**config.mk**
```make
export PLATFORM = sky130hd
export DESIGN_NAME = microrocControl
export DESIGN_NICKNAME = d
export VERILOG_FILES = /design/src/design/microrocPkg.sv /design/src/design/commandDecode.sv /design/src/design/slowControlLoad.sv /design/src/design/daqSequencer.sv /design/src/design/ramReadout.sv /design/src/design/microrocControl.sv
export SDC_FILE = /design/constraint.sdc
export NUM_CORES = 1
export LEC_CHECK = 0
export ABC_AREA = 1
export ABC_CLOCK_PERIOD_IN_PS = 3800
export BUFFER_PORTS_ARGS = -buffer_cell sky130_fd_sc_hd__buf_2
export CAP_MARGIN = 30
export CORE_MARGIN = 8
export CORE_UTILIZATION = 45
export DETAILED_ROUTE_END_ITERATION = 8
export GPL_ROUTABILITY_DRIVEN = 0
export GPL_TIMING_DRIVEN = 0
export SETUP_SLACK_MARGIN = 0.02
export SLEW_MARGIN = 40
export SYNTH_ARGS = -nofsm -noshare
export SYNTH_HDL_FRONTEND = slang
export SYNTH_SLANG_ARGS = --single-unit
```
**constraint.sdc**
```tcl
create_clock -name Clk -period 3.8 [get_ports Clk]
set_input_delay 0.38 -clock Clk [delete_from_list [all_inputs] [get_ports Clk]]
set_output_delay 0.38 -clock Clk [all_outputs]
set_load 0.01 [all_outputs]
```
**src/design/microrocPkg.sv**
```systemverilog
package microrocPkg;

  ////////////////////////////////////////////////////////////////////////////
  // Host command interface
  ////////////////////////////////////////////////////////////////////////////

  typedef enum logic [2:0] {
    CmdNop        = 3'd0,  // Ignored
    CmdLoadConfig = 3'd1,  // Serial load of scConfig
    CmdStartAcq   = 3'd2,  // arg holds acquisition window in Clk cycles
    CmdSetChannel = 3'd3,  // arg[0] selects chip 2
    CmdSetPower   = 3'd4   // arg[0] enables power pulsing
  } hostOpcode_t;

  typedef struct packed {
    logic        valid;
    hostOpcode_t opcode;
    logic [15:0] arg;
  } hostCmd_t;

  // Decode to sequencer
  typedef struct packed {
    logic        start;         // One cycle pulse
    logic [15:0] acqTime;       // START_ACQ length
    logic        channelSel;    // 0 for chip 1
    logic        powerPulsing;  // Drop PWR_ON between acquisitions
  } acqCtrl_t;

  ////////////////////////////////////////////////////////////////////////////
  // State encodings
  ////////////////////////////////////////////////////////////////////////////

  typedef enum logic [2:0] {
    DaqIdle, DaqPowerUp, DaqAcquire, DaqReadStart, DaqReadWait, DaqDone
  } daqState_t;

  typedef enum logic [1:0] {ScIdle, ScReset, ScShift, ScDone} scState_t;

  // Word towards the external FIFO
  typedef struct packed {
    logic        valid;
    logic [15:0] data;
  } fifoWord_t;

endpackage

```
**src/design/commandDecode.sv**
```systemverilog
`timescale 1ns/1ps

module commandDecode (
  input  logic                  Clk,
  input  logic                  rstN,
  input  microrocPkg::hostCmd_t hostCmd,    // Sampled on every rising edge
  input  logic                  scBusy,     // Slow control load running
  input  logic                  daqBusy,    // Acquisition running
  output logic                  cmdAccept,
  output logic                  cmdReject,
  output logic                  loadStart,  // Pulse to slowControlLoad
  output microrocPkg::acqCtrl_t acqCtrl
);
  import microrocPkg::*;

  logic busy;
  logic isCmd;
  logic known;

  // Start pulse still in flight counts as busy too
  assign busy  = scBusy | daqBusy | loadStart | acqCtrl.start;
  assign isCmd = hostCmd.valid && (hostCmd.opcode != CmdNop);

  // Opcode check
  always_comb begin
    case (hostCmd.opcode)
      CmdLoadConfig, CmdStartAcq, CmdSetChannel, CmdSetPower: known = 1'b1;
      default: known = 1'b0;
    endcase
  end

  always_ff @(posedge Clk) begin
    if (!rstN) begin
      cmdAccept <= 1'b0;
      cmdReject <= 1'b0;
      loadStart <= 1'b0;
      acqCtrl   <= '0;  // Chip 1 and no power pulsing
    end else begin
      cmdAccept     <= 1'b0;  // Default all pulses low
      cmdReject     <= 1'b0;
      loadStart     <= 1'b0;
      acqCtrl.start <= 1'b0;
      if (isCmd) begin
        if (busy || !known) begin
          cmdReject <= 1'b1;  // Settings untouched
        end else begin
          cmdAccept <= 1'b1;
          case (hostCmd.opcode)
            CmdLoadConfig: loadStart <= 1'b1;
            CmdStartAcq: begin
              acqCtrl.start   <= 1'b1;
              acqCtrl.acqTime <= hostCmd.arg;
            end
            CmdSetChannel: acqCtrl.channelSel   <= hostCmd.arg[0];  // Kept until next set
            CmdSetPower:   acqCtrl.powerPulsing <= hostCmd.arg[0];
            default: ;
          endcase
        end
      end
    end
  end

endmodule

```
**src/design/slowControlLoad.sv**
```systemverilog
`timescale 1ns/1ps

module slowControlLoad #(
  parameter int ScBits     = 64,  // Configuration length
  parameter int SlowDivide = 2    // Clk cycles per SR_CK half period
) (
  input  logic              Clk,
  input  logic              rstN,
  input  logic              loadStart,
  input  logic [ScBits-1:0] scConfig,  // MSB goes out first
  output logic              SR_RSTB,
  output logic              SR_CK,
  output logic              SR_IN,
  output logic              scBusy,
  output logic              loadDone
);
  import microrocPkg::*;

  localparam int DivW = $clog2(SlowDivide + 1);
  localparam int BitW = $clog2(ScBits + 1);

  scState_t          state;
  logic [ScBits-1:0] shiftReg;
  logic [DivW-1:0]   divCnt;
  logic [BitW-1:0]   bitCnt;   // Bits already clocked out
  logic              tick;     // End of one SR_CK half period
  logic              rstHalf;  // Second half of the SR_RSTB period

  assign tick   = (divCnt == DivW'(SlowDivide - 1));
  assign scBusy = (state != ScIdle);

  // Slow clock divider, parked while idle
  always_ff @(posedge Clk) begin
    if (!rstN) begin
      divCnt <= '0;
    end else if (state == ScIdle || tick) begin
      divCnt <= '0;
    end else begin
      divCnt <= divCnt + 1'b1;
    end
  end

  // Config snapshot and shift on SR_CK falling
  always_ff @(posedge Clk) begin
    if (state == ScIdle && loadStart) begin
      shiftReg <= scConfig;
    end else if (state == ScShift && tick && SR_CK) begin
      shiftReg <= {shiftReg[ScBits-2:0], 1'b0};
    end
  end

  ////////////////////////////////////////////////////////////////////////////
  // Load sequencing
  ////////////////////////////////////////////////////////////////////////////

  always_ff @(posedge Clk) begin
    if (!rstN) begin
      state    <= ScIdle;
      SR_RSTB  <= 1'b0;
      SR_CK    <= 1'b0;
      SR_IN    <= 1'b0;
      bitCnt   <= '0;
      rstHalf  <= 1'b0;
      loadDone <= 1'b0;
    end else begin
      loadDone <= 1'b0;
      case (state)
        ScIdle: begin
          if (loadStart) begin
            state   <= ScReset;
            SR_RSTB <= 1'b0;  // Clear the ASIC register first
            rstHalf <= 1'b0;
          end
        end
        ScReset: begin
          if (tick) begin
            rstHalf <= ~rstHalf;
            if (rstHalf) begin  // Full SR_CK period elapsed
              SR_RSTB <= 1'b1;
              SR_IN   <= shiftReg[ScBits-1];  // First bit ahead of first rise
              bitCnt  <= '0;
              state   <= ScShift;
            end
          end
        end
        ScShift: begin
          if (tick) begin
            SR_CK <= ~SR_CK;
            if (SR_CK) begin  // Falling edge, SR_IN may move
              if (bitCnt == BitW'(ScBits - 1)) begin
                state    <= ScDone;
                loadDone <= 1'b1;
                SR_IN    <= 1'b0;
              end else begin
                bitCnt <= bitCnt + 1'b1;
                SR_IN  <= shiftReg[ScBits-2];
              end
            end
          end
        end
        ScDone: state <= ScIdle;  // loadDone high here
        default: state <= ScIdle;
      endcase
    end
  end

endmodule

```
**src/design/daqSequencer.sv**
```systemverilog
`timescale 1ns/1ps

module daqSequencer (
  input  logic                  Clk,
  input  logic                  rstN,
  input  microrocPkg::acqCtrl_t acqCtrl,
  input  logic                  END_READOUT1,
  input  logic                  END_READOUT2,
  output logic                  START_ACQ,
  output logic                  RESET_B,
  output logic                  START_READOUT1,
  output logic                  START_READOUT2,
  output logic                  PWR_ON_A,
  output logic                  PWR_ON_D,
  output logic                  PWR_ON_DAC,
  output logic                  PWR_ON_ADC,
  output logic                  daqBusy,
  output logic                  onceEnd
);
  import microrocPkg::*;

  daqState_t   state;
  logic [15:0] acqCnt;      // Remaining START_ACQ cycles
  logic        pwrGate;     // Power requested by the sequence
  logic        endReadout;  // From selected chip
  logic        powerOn;

  // Redundancy select, settings frozen while busy
  assign endReadout = acqCtrl.channelSel ? END_READOUT2 : END_READOUT1;

  ////////////////////////////////////////////////////////////////////////////
  // Acquisition FSM
  ////////////////////////////////////////////////////////////////////////////

  always_ff @(posedge Clk) begin
    if (!rstN) begin
      state   <= DaqIdle;
      acqCnt  <= '0;
      pwrGate <= 1'b0;
    end else begin
      case (state)
        DaqIdle: begin
          if (acqCtrl.start) begin
            state   <= DaqPowerUp;
            pwrGate <= 1'b1;  // PWR_ON up in DaqPowerUp
            acqCnt  <= acqCtrl.acqTime;
          end
        end
        DaqPowerUp: begin
          // Zero window skips START_ACQ
          state <= (acqCnt == '0) ? DaqReadStart : DaqAcquire;
        end
        DaqAcquire: begin
          acqCnt <= acqCnt - 16'd1;
          if (acqCnt == 16'd1) begin
            state <= DaqReadStart;
          end
        end
        DaqReadStart: state <= DaqReadWait;  // Single pulse
        DaqReadWait: begin
          if (endReadout) begin
            state <= DaqDone;
          end
        end
        DaqDone: begin
          pwrGate <= 1'b0;
          state   <= DaqIdle;
        end
        default: state <= DaqIdle;
      endcase
    end
  end

  // Pin decode from state
  assign START_ACQ      = (state == DaqAcquire);
  assign RESET_B        = (state != DaqPowerUp);  // Low one cycle
  assign START_READOUT1 = (state == DaqReadStart) && !acqCtrl.channelSel;
  assign START_READOUT2 = (state == DaqReadStart) && acqCtrl.channelSel;
  assign onceEnd        = (state == DaqDone);
  assign daqBusy        = (state != DaqIdle);

  // Without power pulsing the chip stays powered
  assign powerOn    = pwrGate | ~acqCtrl.powerPulsing;
  assign PWR_ON_A   = powerOn;
  assign PWR_ON_D   = powerOn;
  assign PWR_ON_DAC = powerOn;
  assign PWR_ON_ADC = powerOn;

endmodule

```
**src/design/ramReadout.sv**
```systemverilog
`timescale 1ns/1ps

module ramReadout #(
  parameter int CreditMax = 4  // Initial and maximum credits
) (
  input  logic                   Clk,
  input  logic                   rstN,
  input  logic                   channelSel,    // 0 for chip 1
  input  logic                   DOUT1B,        // Active low data
  input  logic                   DOUT2B,
  input  logic                   TRANSMITON1B,  // Active low bit strobe
  input  logic                   TRANSMITON2B,
  input  logic                   fifoCredit,    // One credit back per pulse
  output microrocPkg::fifoWord_t fifoOut,
  output logic                   overrun        // Sticky
);
  import microrocPkg::*;

  localparam int CreditW = $clog2(CreditMax + 1);

  logic               dout;
  logic               transmitOn;
  logic [15:0]        shiftReg;
  logic [3:0]         bitCnt;
  fifoWord_t          newWord;     // Complete word this cycle
  logic [15:0]        buffer [4];
  logic [1:0]         wrPtr;
  logic [1:0]         rdPtr;
  logic [2:0]         count;
  logic [CreditW-1:0] credits;
  logic               full;
  logic               push;
  logic               pop;

  // Chip select
  assign dout       = channelSel ? DOUT2B : DOUT1B;
  assign transmitOn = !(channelSel ? TRANSMITON2B : TRANSMITON1B);

  assign newWord.valid = transmitOn && (bitCnt == 4'd15);
  assign newWord.data  = {shiftReg[14:0], ~dout};  // MSB first

  assign full = (count == 3'd4);
  assign push = newWord.valid && !full;
  assign pop  = (count != 3'd0) && (credits != '0);

  ////////////////////////////////////////////////////////////////////////////
  // Deserializer
  ////////////////////////////////////////////////////////////////////////////

  always_ff @(posedge Clk) begin
    if (transmitOn) begin
      shiftReg <= newWord.data;
    end
  end

  always_ff @(posedge Clk) begin
    if (!rstN) begin
      bitCnt <= '0;
    end else if (transmitOn) begin
      bitCnt <= bitCnt + 4'd1;  // Wraps after each word
    end
  end

  // Four entry buffer
  always_ff @(posedge Clk) begin
    if (push) begin
      buffer[wrPtr] <= newWord.data;
    end
  end

  always_ff @(posedge Clk) begin
    if (!rstN) begin
      wrPtr   <= '0;
      rdPtr   <= '0;
      count   <= '0;
      overrun <= 1'b0;
      credits <= CreditW'(CreditMax);
    end else begin
      if (push) wrPtr <= wrPtr + 2'd1;
      if (pop)  rdPtr <= rdPtr + 2'd1;
      count <= count + {2'b0, push} - {2'b0, pop};
      if (newWord.valid && full) begin
        overrun <= 1'b1;  // Word lost
      end
      case ({pop, fifoCredit})
        2'b10: credits <= credits - 1'b1;
        2'b01: if (credits != CreditW'(CreditMax)) credits <= credits + 1'b1;
        default: ;  // Both or neither
      endcase
    end
  end

  // Output stage
  always_ff @(posedge Clk) begin
    if (!rstN) begin
      fifoOut.valid <= 1'b0;
    end else begin
      fifoOut.valid <= pop;
    end
  end

  always_ff @(posedge Clk) begin
    if (pop) begin
      fifoOut.data <= buffer[rdPtr];
    end
  end

endmodule

```
**src/design/microrocControl.sv**
```systemverilog
`timescale 1ns/1ps

module microrocControl #(
  parameter int ScBits     = 64,
  parameter int SlowDivide = 2,
  parameter int CreditMax  = 4
) (
  input  logic                   Clk,
  input  logic                   rstN,
  // Host side
  input  microrocPkg::hostCmd_t  hostCmd,
  input  logic [ScBits-1:0]      scConfig,
  output logic                   cmdAccept,
  output logic                   cmdReject,
  output logic                   loadDone,
  output logic                   onceEnd,
  output logic                   overrun,
  // External FIFO
  output microrocPkg::fifoWord_t fifoOut,
  input  logic                   fifoCredit,
  // Slow control pins
  output logic                   SR_RSTB,
  output logic                   SR_CK,
  output logic                   SR_IN,
  // Power pulsing pins
  output logic                   PWR_ON_A,
  output logic                   PWR_ON_D,
  output logic                   PWR_ON_DAC,
  output logic                   PWR_ON_ADC,
  // Acquisition pins
  output logic                   START_ACQ,
  output logic                   RESET_B,
  output logic                   START_READOUT1,
  output logic                   START_READOUT2,
  input  logic                   END_READOUT1,
  input  logic                   END_READOUT2,
  // RAM readout pins
  input  logic                   DOUT1B,
  input  logic                   DOUT2B,
  input  logic                   TRANSMITON1B,
  input  logic                   TRANSMITON2B
);
  import microrocPkg::*;

  logic     scBusy;
  logic     daqBusy;
  logic     loadStart;
  acqCtrl_t acqCtrl;

  commandDecode i_commandDecode (
    .Clk      (Clk),
    .rstN     (rstN),
    .hostCmd  (hostCmd),
    .scBusy   (scBusy),
    .daqBusy  (daqBusy),
    .cmdAccept(cmdAccept),
    .cmdReject(cmdReject),
    .loadStart(loadStart),
    .acqCtrl  (acqCtrl)
  );

  slowControlLoad #(
    .ScBits    (ScBits),
    .SlowDivide(SlowDivide)
  ) i_slowControlLoad (
    .Clk      (Clk),
    .rstN     (rstN),
    .loadStart(loadStart),
    .scConfig (scConfig),
    .SR_RSTB  (SR_RSTB),
    .SR_CK    (SR_CK),
    .SR_IN    (SR_IN),
    .scBusy   (scBusy),
    .loadDone (loadDone)
  );

  daqSequencer i_daqSequencer (
    .Clk           (Clk),
    .rstN          (rstN),
    .acqCtrl       (acqCtrl),
    .END_READOUT1  (END_READOUT1),
    .END_READOUT2  (END_READOUT2),
    .START_ACQ     (START_ACQ),
    .RESET_B       (RESET_B),
    .START_READOUT1(START_READOUT1),
    .START_READOUT2(START_READOUT2),
    .PWR_ON_A      (PWR_ON_A),
    .PWR_ON_D      (PWR_ON_D),
    .PWR_ON_DAC    (PWR_ON_DAC),
    .PWR_ON_ADC    (PWR_ON_ADC),
    .daqBusy       (daqBusy),
    .onceEnd       (onceEnd)
  );

  ramReadout #(
    .CreditMax(CreditMax)
  ) i_ramReadout (
    .Clk         (Clk),
    .rstN        (rstN),
    .channelSel  (acqCtrl.channelSel),  // Same chip as the sequencer
    .DOUT1B      (DOUT1B),
    .DOUT2B      (DOUT2B),
    .TRANSMITON1B(TRANSMITON1B),
    .TRANSMITON2B(TRANSMITON2B),
    .fifoCredit  (fifoCredit),
    .fifoOut     (fifoOut),
    .overrun     (overrun)
  );

endmodule

```
* Yosys cells after proc, flatten, opt, wreduce, memory -nomap -nowiden *
Memory sizes are Yosys's and may differ from the RTL's. A register that Yosys moved wholly into a read port is not among the register bits.
Index checks and enable logic that the tools add are counted.

cells by class
  bitwise operators = 11
  shifts and indexed selects = 0
  multipliers = 0
  mux-type cells = 49
  eq/ne operators = 32
  reductions and logical operators = 48
  div/mod/pow operators = 0
  magnitude comparators = 0
  $add $sub $neg = 10

operators with widths
  kind                     count
  $mux W64                 2
  $mux W7                  5
  $pmux W16 S2             1
  $mux W1                  21
  $mux W17                 1
  $eq A16 B1 Y1 const B    1
  $logic_not A16 Y1        1
  $mux W16                 1
  $sub A16 B1 Y16 const B  1
  $pmux W3 S5              1
  $reduce_and A3 Y1        5
  $ne A2 B1 Y1 const B     7
  $pmux W7 S2              1
  $reduce_bool A2 Y1       7
  $eq A3 B2 Y1 const B     4
  $eq A3 B3 Y1 const B     4
  $mux W2                  6
  $mux W3                  4
  $reduce_and A6 Y1        2
  $reduce_bool A3 Y1       4
  $logic_and A1 B1 Y1      10
  $reduce_and A2 Y1        5
  $ne A2 B2 Y1 const B     4
  $pmux W1 S2              4
  other kinds (27)         48

word-level totals
  register bits after elaboration = 153
  RAM bits = 64
  bits in read-only memories = 0
  output and inout port bits = 33
  memories = 1
  logic and storage cells = 178
  latch bits = 0
  bits of input ports = 93

memories
  memory               words  width  rd ports  clocked after Yosys merged registers in  write ports  RTL line          source
  i_ramReadout.buffer  4      16     1         1                                        1            ramReadout.sv:26  logic [15:0] buffer [4];

* Longest topological paths before layout *
Gate-level depths: netlist of run 1.

  depth after elaboration = 7
  mapped depth = 12
  depth with buffers taken out = 12

* Hierarchy *
A second synthesis of run 1 with hierarchy kept.

unflattened totals
  cell total of the unflattened synthesis = 958
  area, all modules = 10,500.1 um^2

by module, submodules not included
  module           area an instance (um^2)  instances  seq. area each (um^2)  cells an instance
  ramReadout       4,181.5                  1          3,173.0                304
  slowControlLoad  3,873.7                  1          2,242.2                280
  daqSequencer     1,468.9                  1          400.4                  228
  commandDecode    975.9                    1          440.4                  146

* Worst setup path after synthesis of run 1 *
Ideal clock, no wire load.

  path kind = register -> register
  start point = register i_slowControlLoad.state[0]
  end point = register i_slowControlLoad.shiftReg[0] (enable)
  buffers on the path = 2
  data required time = 3,108 ps
  period minus slack after synthesis = 2,881 ps
  path slack = 919 ps
  cell stages (with the launch flop) = 7
  library setup time = 692 ps
  data arrival time = 2,189 ps
  cell sequence = dfxtp_1 > inv_1 > ha_1 > nand2_1 > buf_2 > buf_2 > nand2_1

between the ends
  word-level cells in the longest chain between the ends = 4
  elaborated cells on any way between the ends = 6
  those cells by class = eq/ne: 1; reduce/logical: 5

ends and longest elaborated chain
  item                                   RTL line               source
  start, declared                        slowControlLoad.sv:22  scState_t state;
  start signal, assigned                 slowControlLoad.sv:58  state <= ScIdle;
  start signal, assigned                 slowControlLoad.sv:70  state <= ScReset;
  start signal, assigned                 slowControlLoad.sv:82  state <= ScShift;
  $eq A2 B2 Y1                           slowControlLoad.sv:47  end else if (state == ScShift && tick && SR_CK) begin
  $logic_and A1 B1 Y1 (2 in a row)       slowControlLoad.sv:47
  $reduce_bool A2 Y1 (no source line) *  --
  end signal, assigned                   slowControlLoad.sv:46  shiftReg <= scConfig;
  end signal, assigned                   slowControlLoad.sv:48  shiftReg <= {shiftReg[ScBits-2:0], 1'b0};
  end, declared                          slowControlLoad.sv:23  logic [ScBits-1:0] shiftReg;

Mark *: on every way between the ends. The rest lies on a longest branch, timed or not.
A chain may end at the register's enable or synchronous reset.

* Worst setup path after layout of run 1 *
  start point = register, netlist name i_commandDecode.acqCtrl[1]
  end point = register i_ramReadout.count[2]

between the ends
  word-level cells in the longest chain between the ends = 6

ends and longest elaborated chain
  item                   RTL line          source
  $mux W1                ramReadout.sv:37  assign transmitOn = !(channelSel ? TRANSMITON2B : TRANSMITON1B);
  $logic_not A1 Y1       ramReadout.sv:37
  $logic_and A1 B1 Y1    ramReadout.sv:39  assign newWord.valid = transmitOn && (bitCnt == 4'd15);
  $logic_and A1 B1 Y1    ramReadout.sv:43  assign push = newWord.valid && !full;
  net i_ramReadout.push  ramReadout.sv:32  logic push;
  $add A3 B1 Y3          ramReadout.sv:81  count <= count + {2'b0, push} - {2'b0, pop};
  $sub A3 B1 Y3          ramReadout.sv:81
  end signal, assigned   ramReadout.sv:81
  end, declared          ramReadout.sv:29  logic [2:0] count;

The timed path passes the listed nets, and every way through them passes these cells.

==> metrics list, run 1 <==
- Outcome: finished clean
* Die extent in y: roughly 160 um
- Leaving out fill and tap cells, the most frequent cell in the layout is edfxtp_1.
- The worst hold path passes through 3 cells.
- CTS placed an instance of clkbuf_16 at the clock tree root.
- Cell Chain, Critical Path: o21ai_2 -> nor3_4 -> nand3_1 -> inv_1 -> ha_1 -> inv_1 -> fa_1 -> inv_1 -> o21ai_0 -> a21oi_1
* Final-layout worst hold slack: 0.0852 ns
* Initial antenna violation count: 5
- Post-DP HPWL: approximately 14000 um
* Warning count from the yosys run: 0
- Fill cell total of the finished layout: 1917
* Number of cells produced by synthesis: 926
* Proportion of layout cells with a drive suffix above 1: 0.249
- After detailed routing, the number of remaining DRC violations is 0.
* Final hold violation count: 0
* Post-Layout Inst Area: 11900 um2
* Placement Cell Area: 11000 um2
- The area growth from synthesis to layout is 19.6%.
- H-tree level count: 1
* Routed wire length: 20500 um
- Worst Path Required: 4.27 ns
- The worst hold path terminates at i_commandDecode.acqCtrl[10].
* Core outline area: 21800 um2
- IO Port Bufs: 125
- Counting flops with an async set or reset pin after synthesis yields a share of 0.
- In this run, CTS created clock tree buffers numbering 26.
- Total Routing Usage GR: 0.151
- The synthesized design contains about 230 register bits.
- The die covers 27100 um2.
- At the pin with the least slew margin, the transition time is 0.750 ns.
- The longest clock path from root to sink contains 3 buffers.
- Crit Path Category: register to register
* Sum of negative setup slack: 0 ns
* Clock-pin slew on the worst setup and hold paths: roughly 0.060 ns
- Final period util: 0.643
* Most common cell type on the critical path: inv_1
- The final number of max-transition violations was 0.
- In the post-route analysis, the smallest setup slack over all paths is between 1 and 1.5 ns.
- For this run, the slowest stage of the critical path takes 0.52 ns.
- Across the run, the number of max-cap violations was 0.
- After layout, the minimum clock period comes to between 2 and 2.5 ns.
- Clock sink total: 233
- The number of gates resized after CTS was 0.
- In this run the worst hold path is classified as primary input to register.
- In the layout the commonest cells are edfxtp_1 (159), nand2_1 (141), nor2_1 (139), buf_2 (138), inv_1 (94).
- Hold_sp: hostCmd[8]
- TritonCTS clock tree: built
- Number of placement rows: 54
- Post-synthesis instance area: 9950 um2
- The endpoint identified for the worst register-to-register timing path is i_ramReadout.count[2].
- Setup violations remaining at the end of the flow were counted as 0.
- Once the clock tree was built, the setup fixing pass inserted 0 buffers.
- Number of detailed-routing iterations run before antenna repair: 4
- Entering global routing, the biggest net connects 35 pins.
- Total via count after detailed routing: 6701
- The number of nets in the synthesized netlist is 1036.
* Number of vias per cell: 4.85
- Mean post-synth cell area: 10.7 um2
- After synthesis, the netlist uses 44 different library cells.
- Critical-path maximum fanout: 7
* Cell with the largest stage delay on the worst path: dfxtp_1
- STA classifies the critical path startpoint as a register.
- Internal reg-to-reg setup slack: roughly 1.4 ns
- Tracing the worst setup path back leads to its startpoint at i_commandDecode.acqCtrl[1].
- Worst reg-to-reg path cell count: 10
* Count of hold-fix buffers inserted at cts: 0
* Worst slew margin: 0.497
* Top Ports: 126
- In this run the remaining antenna-violating nets after routing total 0.
- Prior to clock tree synthesis, the placed netlist has a worst setup slack of between 1 and 1.5 ns.
- Largest clock skew in the final design: about 0.017 ns
* Reg-to-Reg Start: i_commandDecode.acqCtrl[1]
- In this run the static leakage power is 0.00473 uW.
- For this run, the leading register cell type out of synthesis is edfxtp_1.
- DIE WIDTH: 165 um
- At the later pin of the worst-skew pair, clock insertion delay measures 0.53 ns.
- Iteration-0 DRC count of the detailed router: 371
- The first global-routing pass estimated 32900 um of wire.
* Worst Path Arrival: 2.91 ns
- Number of global-route vias before repair: 6602
* Layout Nets: 1190
- Starting utilization of the core area: 0.457
* Sequential element share of the synthesized area: 0.629
- Detailed-route wire length per cell: 14.8 um
- The synthesized design contains 159 enable-type register cells.
* Maximum resistive drop on vdd: 0.394 mV
- Global route overflow: 0
* Setup repair after global routing missed its margin: no
* Type of element capturing the critical path: register
* Maximum clock frequency: 409 MHz
- Total power divided by cell area: 649 nW/um2
## registers in the layout, summed over array words and instances (netlist names), 2 cells and up
name,count
i_ramReadout.count,3
i_ramReadout.credits,3
i_daqSequencer.acqCnt,16
i_slowControlLoad.divCnt,2
i_ramReadout.fifoOut,17
i_slowControlLoad.shiftReg,64
i_daqSequencer.state,3
i_ramReadout.shiftReg,15
i_commandDecode.acqCtrl,19
i_ramReadout.wrPtr,2
i_ramReadout.rdPtr,2
i_slowControlLoad.state,2
i_slowControlLoad.bitCnt,7
i_ramReadout.bitCnt,4
i_ramReadout.buffer,64
## layout make-up
class,instances,area [um2],share of cell area
timing repair buffer,126,646,0.0542
clock inverter,14,205,0.0172
inverter,98,368,0.0309
clock buffer,34,711,0.0597
sequential,233,6260,0.525
buffer,33,170,0.0143
antenna,1,2.50,0.000210
tap,280,350,0.0294
multi-input combinational,562,3200,0.269
## routing by layer
| layer | share of wire | track usage | up-vias |
|---|---|---|---|
| li1 | - | - | 3451 |
| met1 | 0.45 | 0.195 | 3055 |
| met2 | 0.45 | 0.238 | 145 |
| met3 | 0.080 | 0.0511 | 42 |
| met4 | 0.020 | 0.0430 | 8 |
| met5 | 0.0021 | 0 | - |
## through the flow
| stage | total power [uW] | util | cells |
|---|---|---|---|
| after floorplan | 4570 | - | 926 |
| after global placement | 5120 | 0.502 | 1331 |
| after detailed placement | 5160 | 0.505 | 1332 |
| after CTS | 7820 | 0.547 | 1380 |
| after global routing | 8200 | 0.547 | 1381 |
| final | 7720 | 0.547 | 1381 |
## worst max path at each step
stage / to / slack (ns) / cells after the start
2_1_floorplan: i_slowControlLoad.shiftReg[0] / 0.92 / 6
5_1_grt: i_ramReadout.count[2] / 1.10 / 10
3_3_place_gp: i_slowControlLoad.shiftReg[55] / -0.07 / 6
6_report: i_ramReadout.count[2] / 1.35 / 10
3_5_place_dp: i_ramReadout.count[2] / 1.17 / 12
4_1_cts: i_ramReadout.count[2] / 1.17 / 12
## Yosys cell counts (2+ instances only)
cell        n  area share
xnor2_1     2      0.0018
nor2_2      2      0.0013
buf_4       4      0.0030
o21ai_0    58       0.029
buf_2      13      0.0065
buf_6       2      0.0023
nand3_1    37       0.019
nor3_1      7      0.0035
inv_2       2     0.00075
o211ai_1    3      0.0023
o22ai_1    18       0.011
nand2_2     2      0.0013
ha_1       15       0.019
dfxtp_1    74        0.15
edfxtp_1  159        0.48
nor3b_1     2      0.0015
clkbuf_1   13      0.0049
nand4_1     7      0.0044
inv_1      96       0.036
nor3_2      2      0.0020
fa_1        2      0.0040
nor2_1    143       0.054
nand2_1   142       0.054
mux2_2     63       0.071
nand3b_1    2      0.0015
a21oi_1    38       0.019
## power by group
part	total [uW]	switching (uW)	internal, uW
Clock	2630	1020	1600
Sequential	3160	139	3020
Combinational	1930	1260	666
Total	7720	2430	5290
## worst max-delay path: cells and delay by family, from the launching register on
| kind | cells | cell delay [ns] |
|---|---|---|
| AO/OA/AOI/OAI | 3 | 0.40 |
| adder cells (fa/ha/maj) | 2 | 0.55 |
| buffers and inverters | 3 | 0.37 |
| flip-flops | 1 | 0.52 |
| AND/OR/NAND/NOR | 2 | 0.56 |
## cell families (layout without fill, tap and decap cells)
kind of cell               count (synthesis)  count (layout)  share of synthesized area
and+or+nand+nor                          354             354                      0.152
DFF                                      233             233                      0.629
adders and majority gates                 17              17                     0.0229
other                                      0               1                          0
muxes                                     64              64                     0.0723
buffers and inverters                    131             305                     0.0541
AOI/OAI and AO/OA                        123             123                     0.0662
xor gates and xnor gates                   4               4                    0.00427
(Power assumes the default switching activity.)
==> inputs of run 2 (changes only) <==
--- a/config.mk
+++ b/config.mk
@@ -6,7 +6,7 @@
 export NUM_CORES = 1
 export LEC_CHECK = 0
 export ABC_AREA = 1
-export ABC_CLOCK_PERIOD_IN_PS = 3800
+export ABC_CLOCK_PERIOD_IN_PS = 2200
 export BUFFER_PORTS_ARGS = -buffer_cell sky130_fd_sc_hd__buf_2
 export CAP_MARGIN = 30
 export CORE_MARGIN = 8
@@ -14,6 +14,7 @@
 export DETAILED_ROUTE_END_ITERATION = 8
 export GPL_ROUTABILITY_DRIVEN = 0
 export GPL_TIMING_DRIVEN = 0
+export PLACE_DENSITY = 0.67
 export SETUP_SLACK_MARGIN = 0.02
 export SLEW_MARGIN = 40
 export SYNTH_ARGS = -nofsm -noshare
==> constraint.sdc (replaced) <==
create_clock -name Clk -period 2.2 [get_ports Clk]
set_input_delay 0.22 -clock Clk [delete_from_list [all_inputs] [get_ports Clk]]
set_output_delay 0.22 -clock Clk [all_outputs]
set_load 0.01 [all_outputs]
==> metrics list, run 2 (synthesized netlist as in run 1, its figures left out) <==
* Outcome: finished clean (unchanged)
- Crit Path Category: register to register (unchanged)
- The power density of the placed cells came to 1050 nW/um2 (was 649 nW/um2).
- The maximum fanout encountered on the critical timing path was 4 (was 7).
* Largest clock skew in the final design: 0.0179 ns (was 0.0171 ns)
- The die outline width was 165 um (unchanged).
* Worst Path Required: 2.67 ns (was 4.27 ns)
* Most common cell after layout, fill and taps aside: edfxtp_1 (unchanged)
- Core outline area: 21800 um2 (unchanged)
- LEAKAGE: 0.00507 uW (was 0.00473 uW)
* Layout overhead on the synthesized area: 28.1% (was 19.6%)
* Routed wire length: 22200 um (was 20500 um)
- The clock slew seen by the registers of the worst setup and hold paths came to 0.06 ns (about the same).
- Number of detailed-routing iterations run before antenna repair: 5 (was 4)
- Detailed-route wire length per cell: 15.1 um (was 14.8 um)
- The sum of negative setup slack came to 0 ns (unchanged).
- The largest net degree at the start of global routing was 65 (was 35).
- Largest registers in the final layout: i_ramReadout.buffer: 64 flops, i_slowControlLoad.shiftReg: 64 flops, i_commandDecode.acqCtrl: 19 flops (unchanged)
- Cell Chain, Critical Path: ha_1 -> inv_1 -> nor3_4 -> nand3_4 -> inv_1 -> ha_1 -> inv_1 -> fa_1 -> inv_1 -> o21ai_0 -> a21oi_1 (was o21ai_2 -> nor3_4 -> nand3_1 -> inv_1 -> ha_1 -> inv_1 -> fa_1 -> inv_1 -> o21ai_0 -> a21oi_1).
- Worst slew margin: 0.507 (was 0.497)
- Number of global-route vias before repair: 7179 (was 6602)
- Most used cells in the layout excluding fill and tap cells: edfxtp_1 (159), nand2_1 (140), nor2_1 (139), buf_2 (137), inv_1 (94) (was edfxtp_1 (159), nand2_1 (141), nor2_1 (139), buf_2 (138), inv_1 (94))
* First-pass GRT wire length: 35500 um (was 32900 um)
- Number of buffers on the longest clock path: 3 (unchanged)
- The final worst-path setup slack is 0.145 ns (was 1.35 ns).
- Setup repair after global routing missed its margin: yes (was no).
- Remaining antenna violation count after routing: 0 (unchanged)
- The logic depth of the worst register-to-register path is 11 (was 10).
* H-tree level count: 1 (unchanged)
- Number of buffers created by CTS: 25 (was 26)
- The critical path's most frequent cell was inv_1 (unchanged).
- The net count of the finished layout was 1277 (was 1190).
* Worst Max-Slew Pin Slew: 0.739 ns (was 0.750 ns)
- Worst Path Arrival: 2.52 ns (was 2.91 ns)
- The TritonCTS clock tree is built (unchanged).
- Final hold violation count: 0 (unchanged)
- The residual overflow from global routing came to 0 (unchanged).
- Maximum resistive drop on vdd: 0.591 mV (was 0.394 mV)
- The starting density of the core came to 0.457 (unchanged).
* Post-DP HPWL: 14300 um (was 13900 um)
- Count of inserted antenna diode cells: 0 (was 1)
* Final setup violation count: 0 (unchanged)
- The post-placement cell area was 11000 um2 (about the same).
- Clock tree root buffer cell: clkbuf_16 (unchanged)
- End of the worst register-to-register path: i_ramReadout.count[2] (unchanged)
* Reg-to-Reg Start: i_ramReadout.bitCnt[0] (was i_commandDecode.acqCtrl[1])
- The nature of the critical path endpoint is a register (unchanged).
* Minimum period implied by the final worst setup slack: 2.05 ns (was 2.45 ns)
* Dpl ws: -0.308 ns (was 1.17 ns)
* Worst setup path startpoint: i_ramReadout.bitCnt[0] (was i_commandDecode.acqCtrl[1])
- The total DRC errors in the routed layout is 0 (unchanged).
* CP startpoint kind: register (unchanged)
- The classification of the worst-slack hold path is primary input to register (unchanged).
* Iteration-0 DRC count of the detailed router: 432 (was 371)
* Initial antenna violation count: 2 (was 5)
- Number of placement rows: 54 (unchanged)
- The number of clock sinks is 233 (unchanged).
- Worst Setup EP: i_ramReadout.count[2] (unchanged)
* Post-Layout Inst Area: 12800 um2 (was 11900 um2)
- Total Routing Usage GR: 0.162 (was 0.151)
* Number of vias per cell: 4.94 (was 4.85)
- Final period util: 0.934 (was 0.643)
- The master of the slowest instance on the critical path is dfxtp_1 (unchanged).
- The number of top-level pins was 126 (unchanged).
- Power Total: 13300 uW (was 7720 uW)
* Die extent in y: 165 um (unchanged)
- Total Die Area: 27100 um2 (unchanged)
- The worst reg-to-reg setup slack came to 0.15 ns (was 1.35 ns).
- Total count of max-transition violations in the final report: 0 (unchanged)
- The clock latency at the later pin of the worst-skew pair came to 0.53 ns (about the same).
* Maximum clock frequency: 487 MHz (was 409 MHz)
- The detailed-route via count was 7247 (was 6701).
- Max-cap viol count: 0 (unchanged)
- Critical Path Max Stage Delay: 0.39 ns (was 0.52 ns)
- The share of post-route cells with drive strength above 1 came to 0.239 (was 0.249).
* IO Port Bufs: 125 (unchanged)
[run 2: cell types whose count changed in the layout (fill, tap and decap cells not counted), sizes merged]
cell         before  now
nand2           145  146
clkbuf           47   48
diode             1    0
buf             146  149
clkinvlp          2    6
clkinv            8    4
bufinv            4    3
dlygate4sd3       0   82
[run 2: power breakdown]
group	switching (uW)	internal [uW]
clock network	1720	2590
registers	235	5220
logic	2240	1330
total	4200	9150
[run 2: timing repair]
item	CTS	global route
endpoints found under the setup margin	132	67
gates cloned	1	1
resized for setup	5	4
pin swaps	0	3
endpoints found under the hold margin	84	0
buffers inserted	2	3
hold buffers	82	0
[run 2: worst min path at each step]
| stage | from | to | slack, ns | cells after the start |
|---|---|---|---|---|
| finish | hostCmd[18] | i_commandDecode.acqCtrl[18] | 0.03 | 4 |
| global route | hostCmd[18] | i_commandDecode.acqCtrl[18] | 0.03 | 4 |
| CTS | hostCmd[18] | i_commandDecode.acqCtrl[18] | 0.008 | 4 |
| detailed placement | i_slowControlLoad.divCnt[0] | i_slowControlLoad.divCnt[0] | 0.43 | 1 |
| global placement | i_slowControlLoad.divCnt[0] | i_slowControlLoad.divCnt[0] | 0.41 | 1 |
| floorplan | hostCmd[0] | i_commandDecode.acqCtrl[0] | 0.35 | 2 |
[run 2: layout make-up]
class / instances / area [um2]
inverter: 98 / 372
buffer: 33 / 173
multi-input combinational: 563 / 3260
timing repair buffer: 212 / 1480
clock inverter: 12 / 155
clock buffer: 34 / 699
sequential: 233 / 6260
tap: 280 / 350
timing repair inverter: 1 / 5.00
fill: 1799 / 9000
[run 2: critical path, delay by kind of cell, from the launching register on]
kind | cells | cell delay, ns
simple gates | 2 | 0.38
flops | 1 | 0.39
compound gates | 2 | 0.23
fa+ha+maj | 3 | 0.70
buf+inv | 4 | 0.30
[run 2: metal layers]
metal / wire, um / track usage
met2: 10600 / 0.277
met5: 22 / 0
met4: 314 / 0.0356
met3: 1720 / 0.0466
met1: 9520 / 0.199
[run 2: through the flow]
stage | util | hold WS [ns] | std cells
after floorplan | - | 0.355 | 926
after CTS | 0.584 | 0.00814 | 1462
after detailed placement | 0.505 | 0.426 | 1331
after global routing | 0.586 | 0.0299 | 1466
final | 0.586 | 0.0252 | 1466
after global placement | 0.503 | 0.409 | 1331
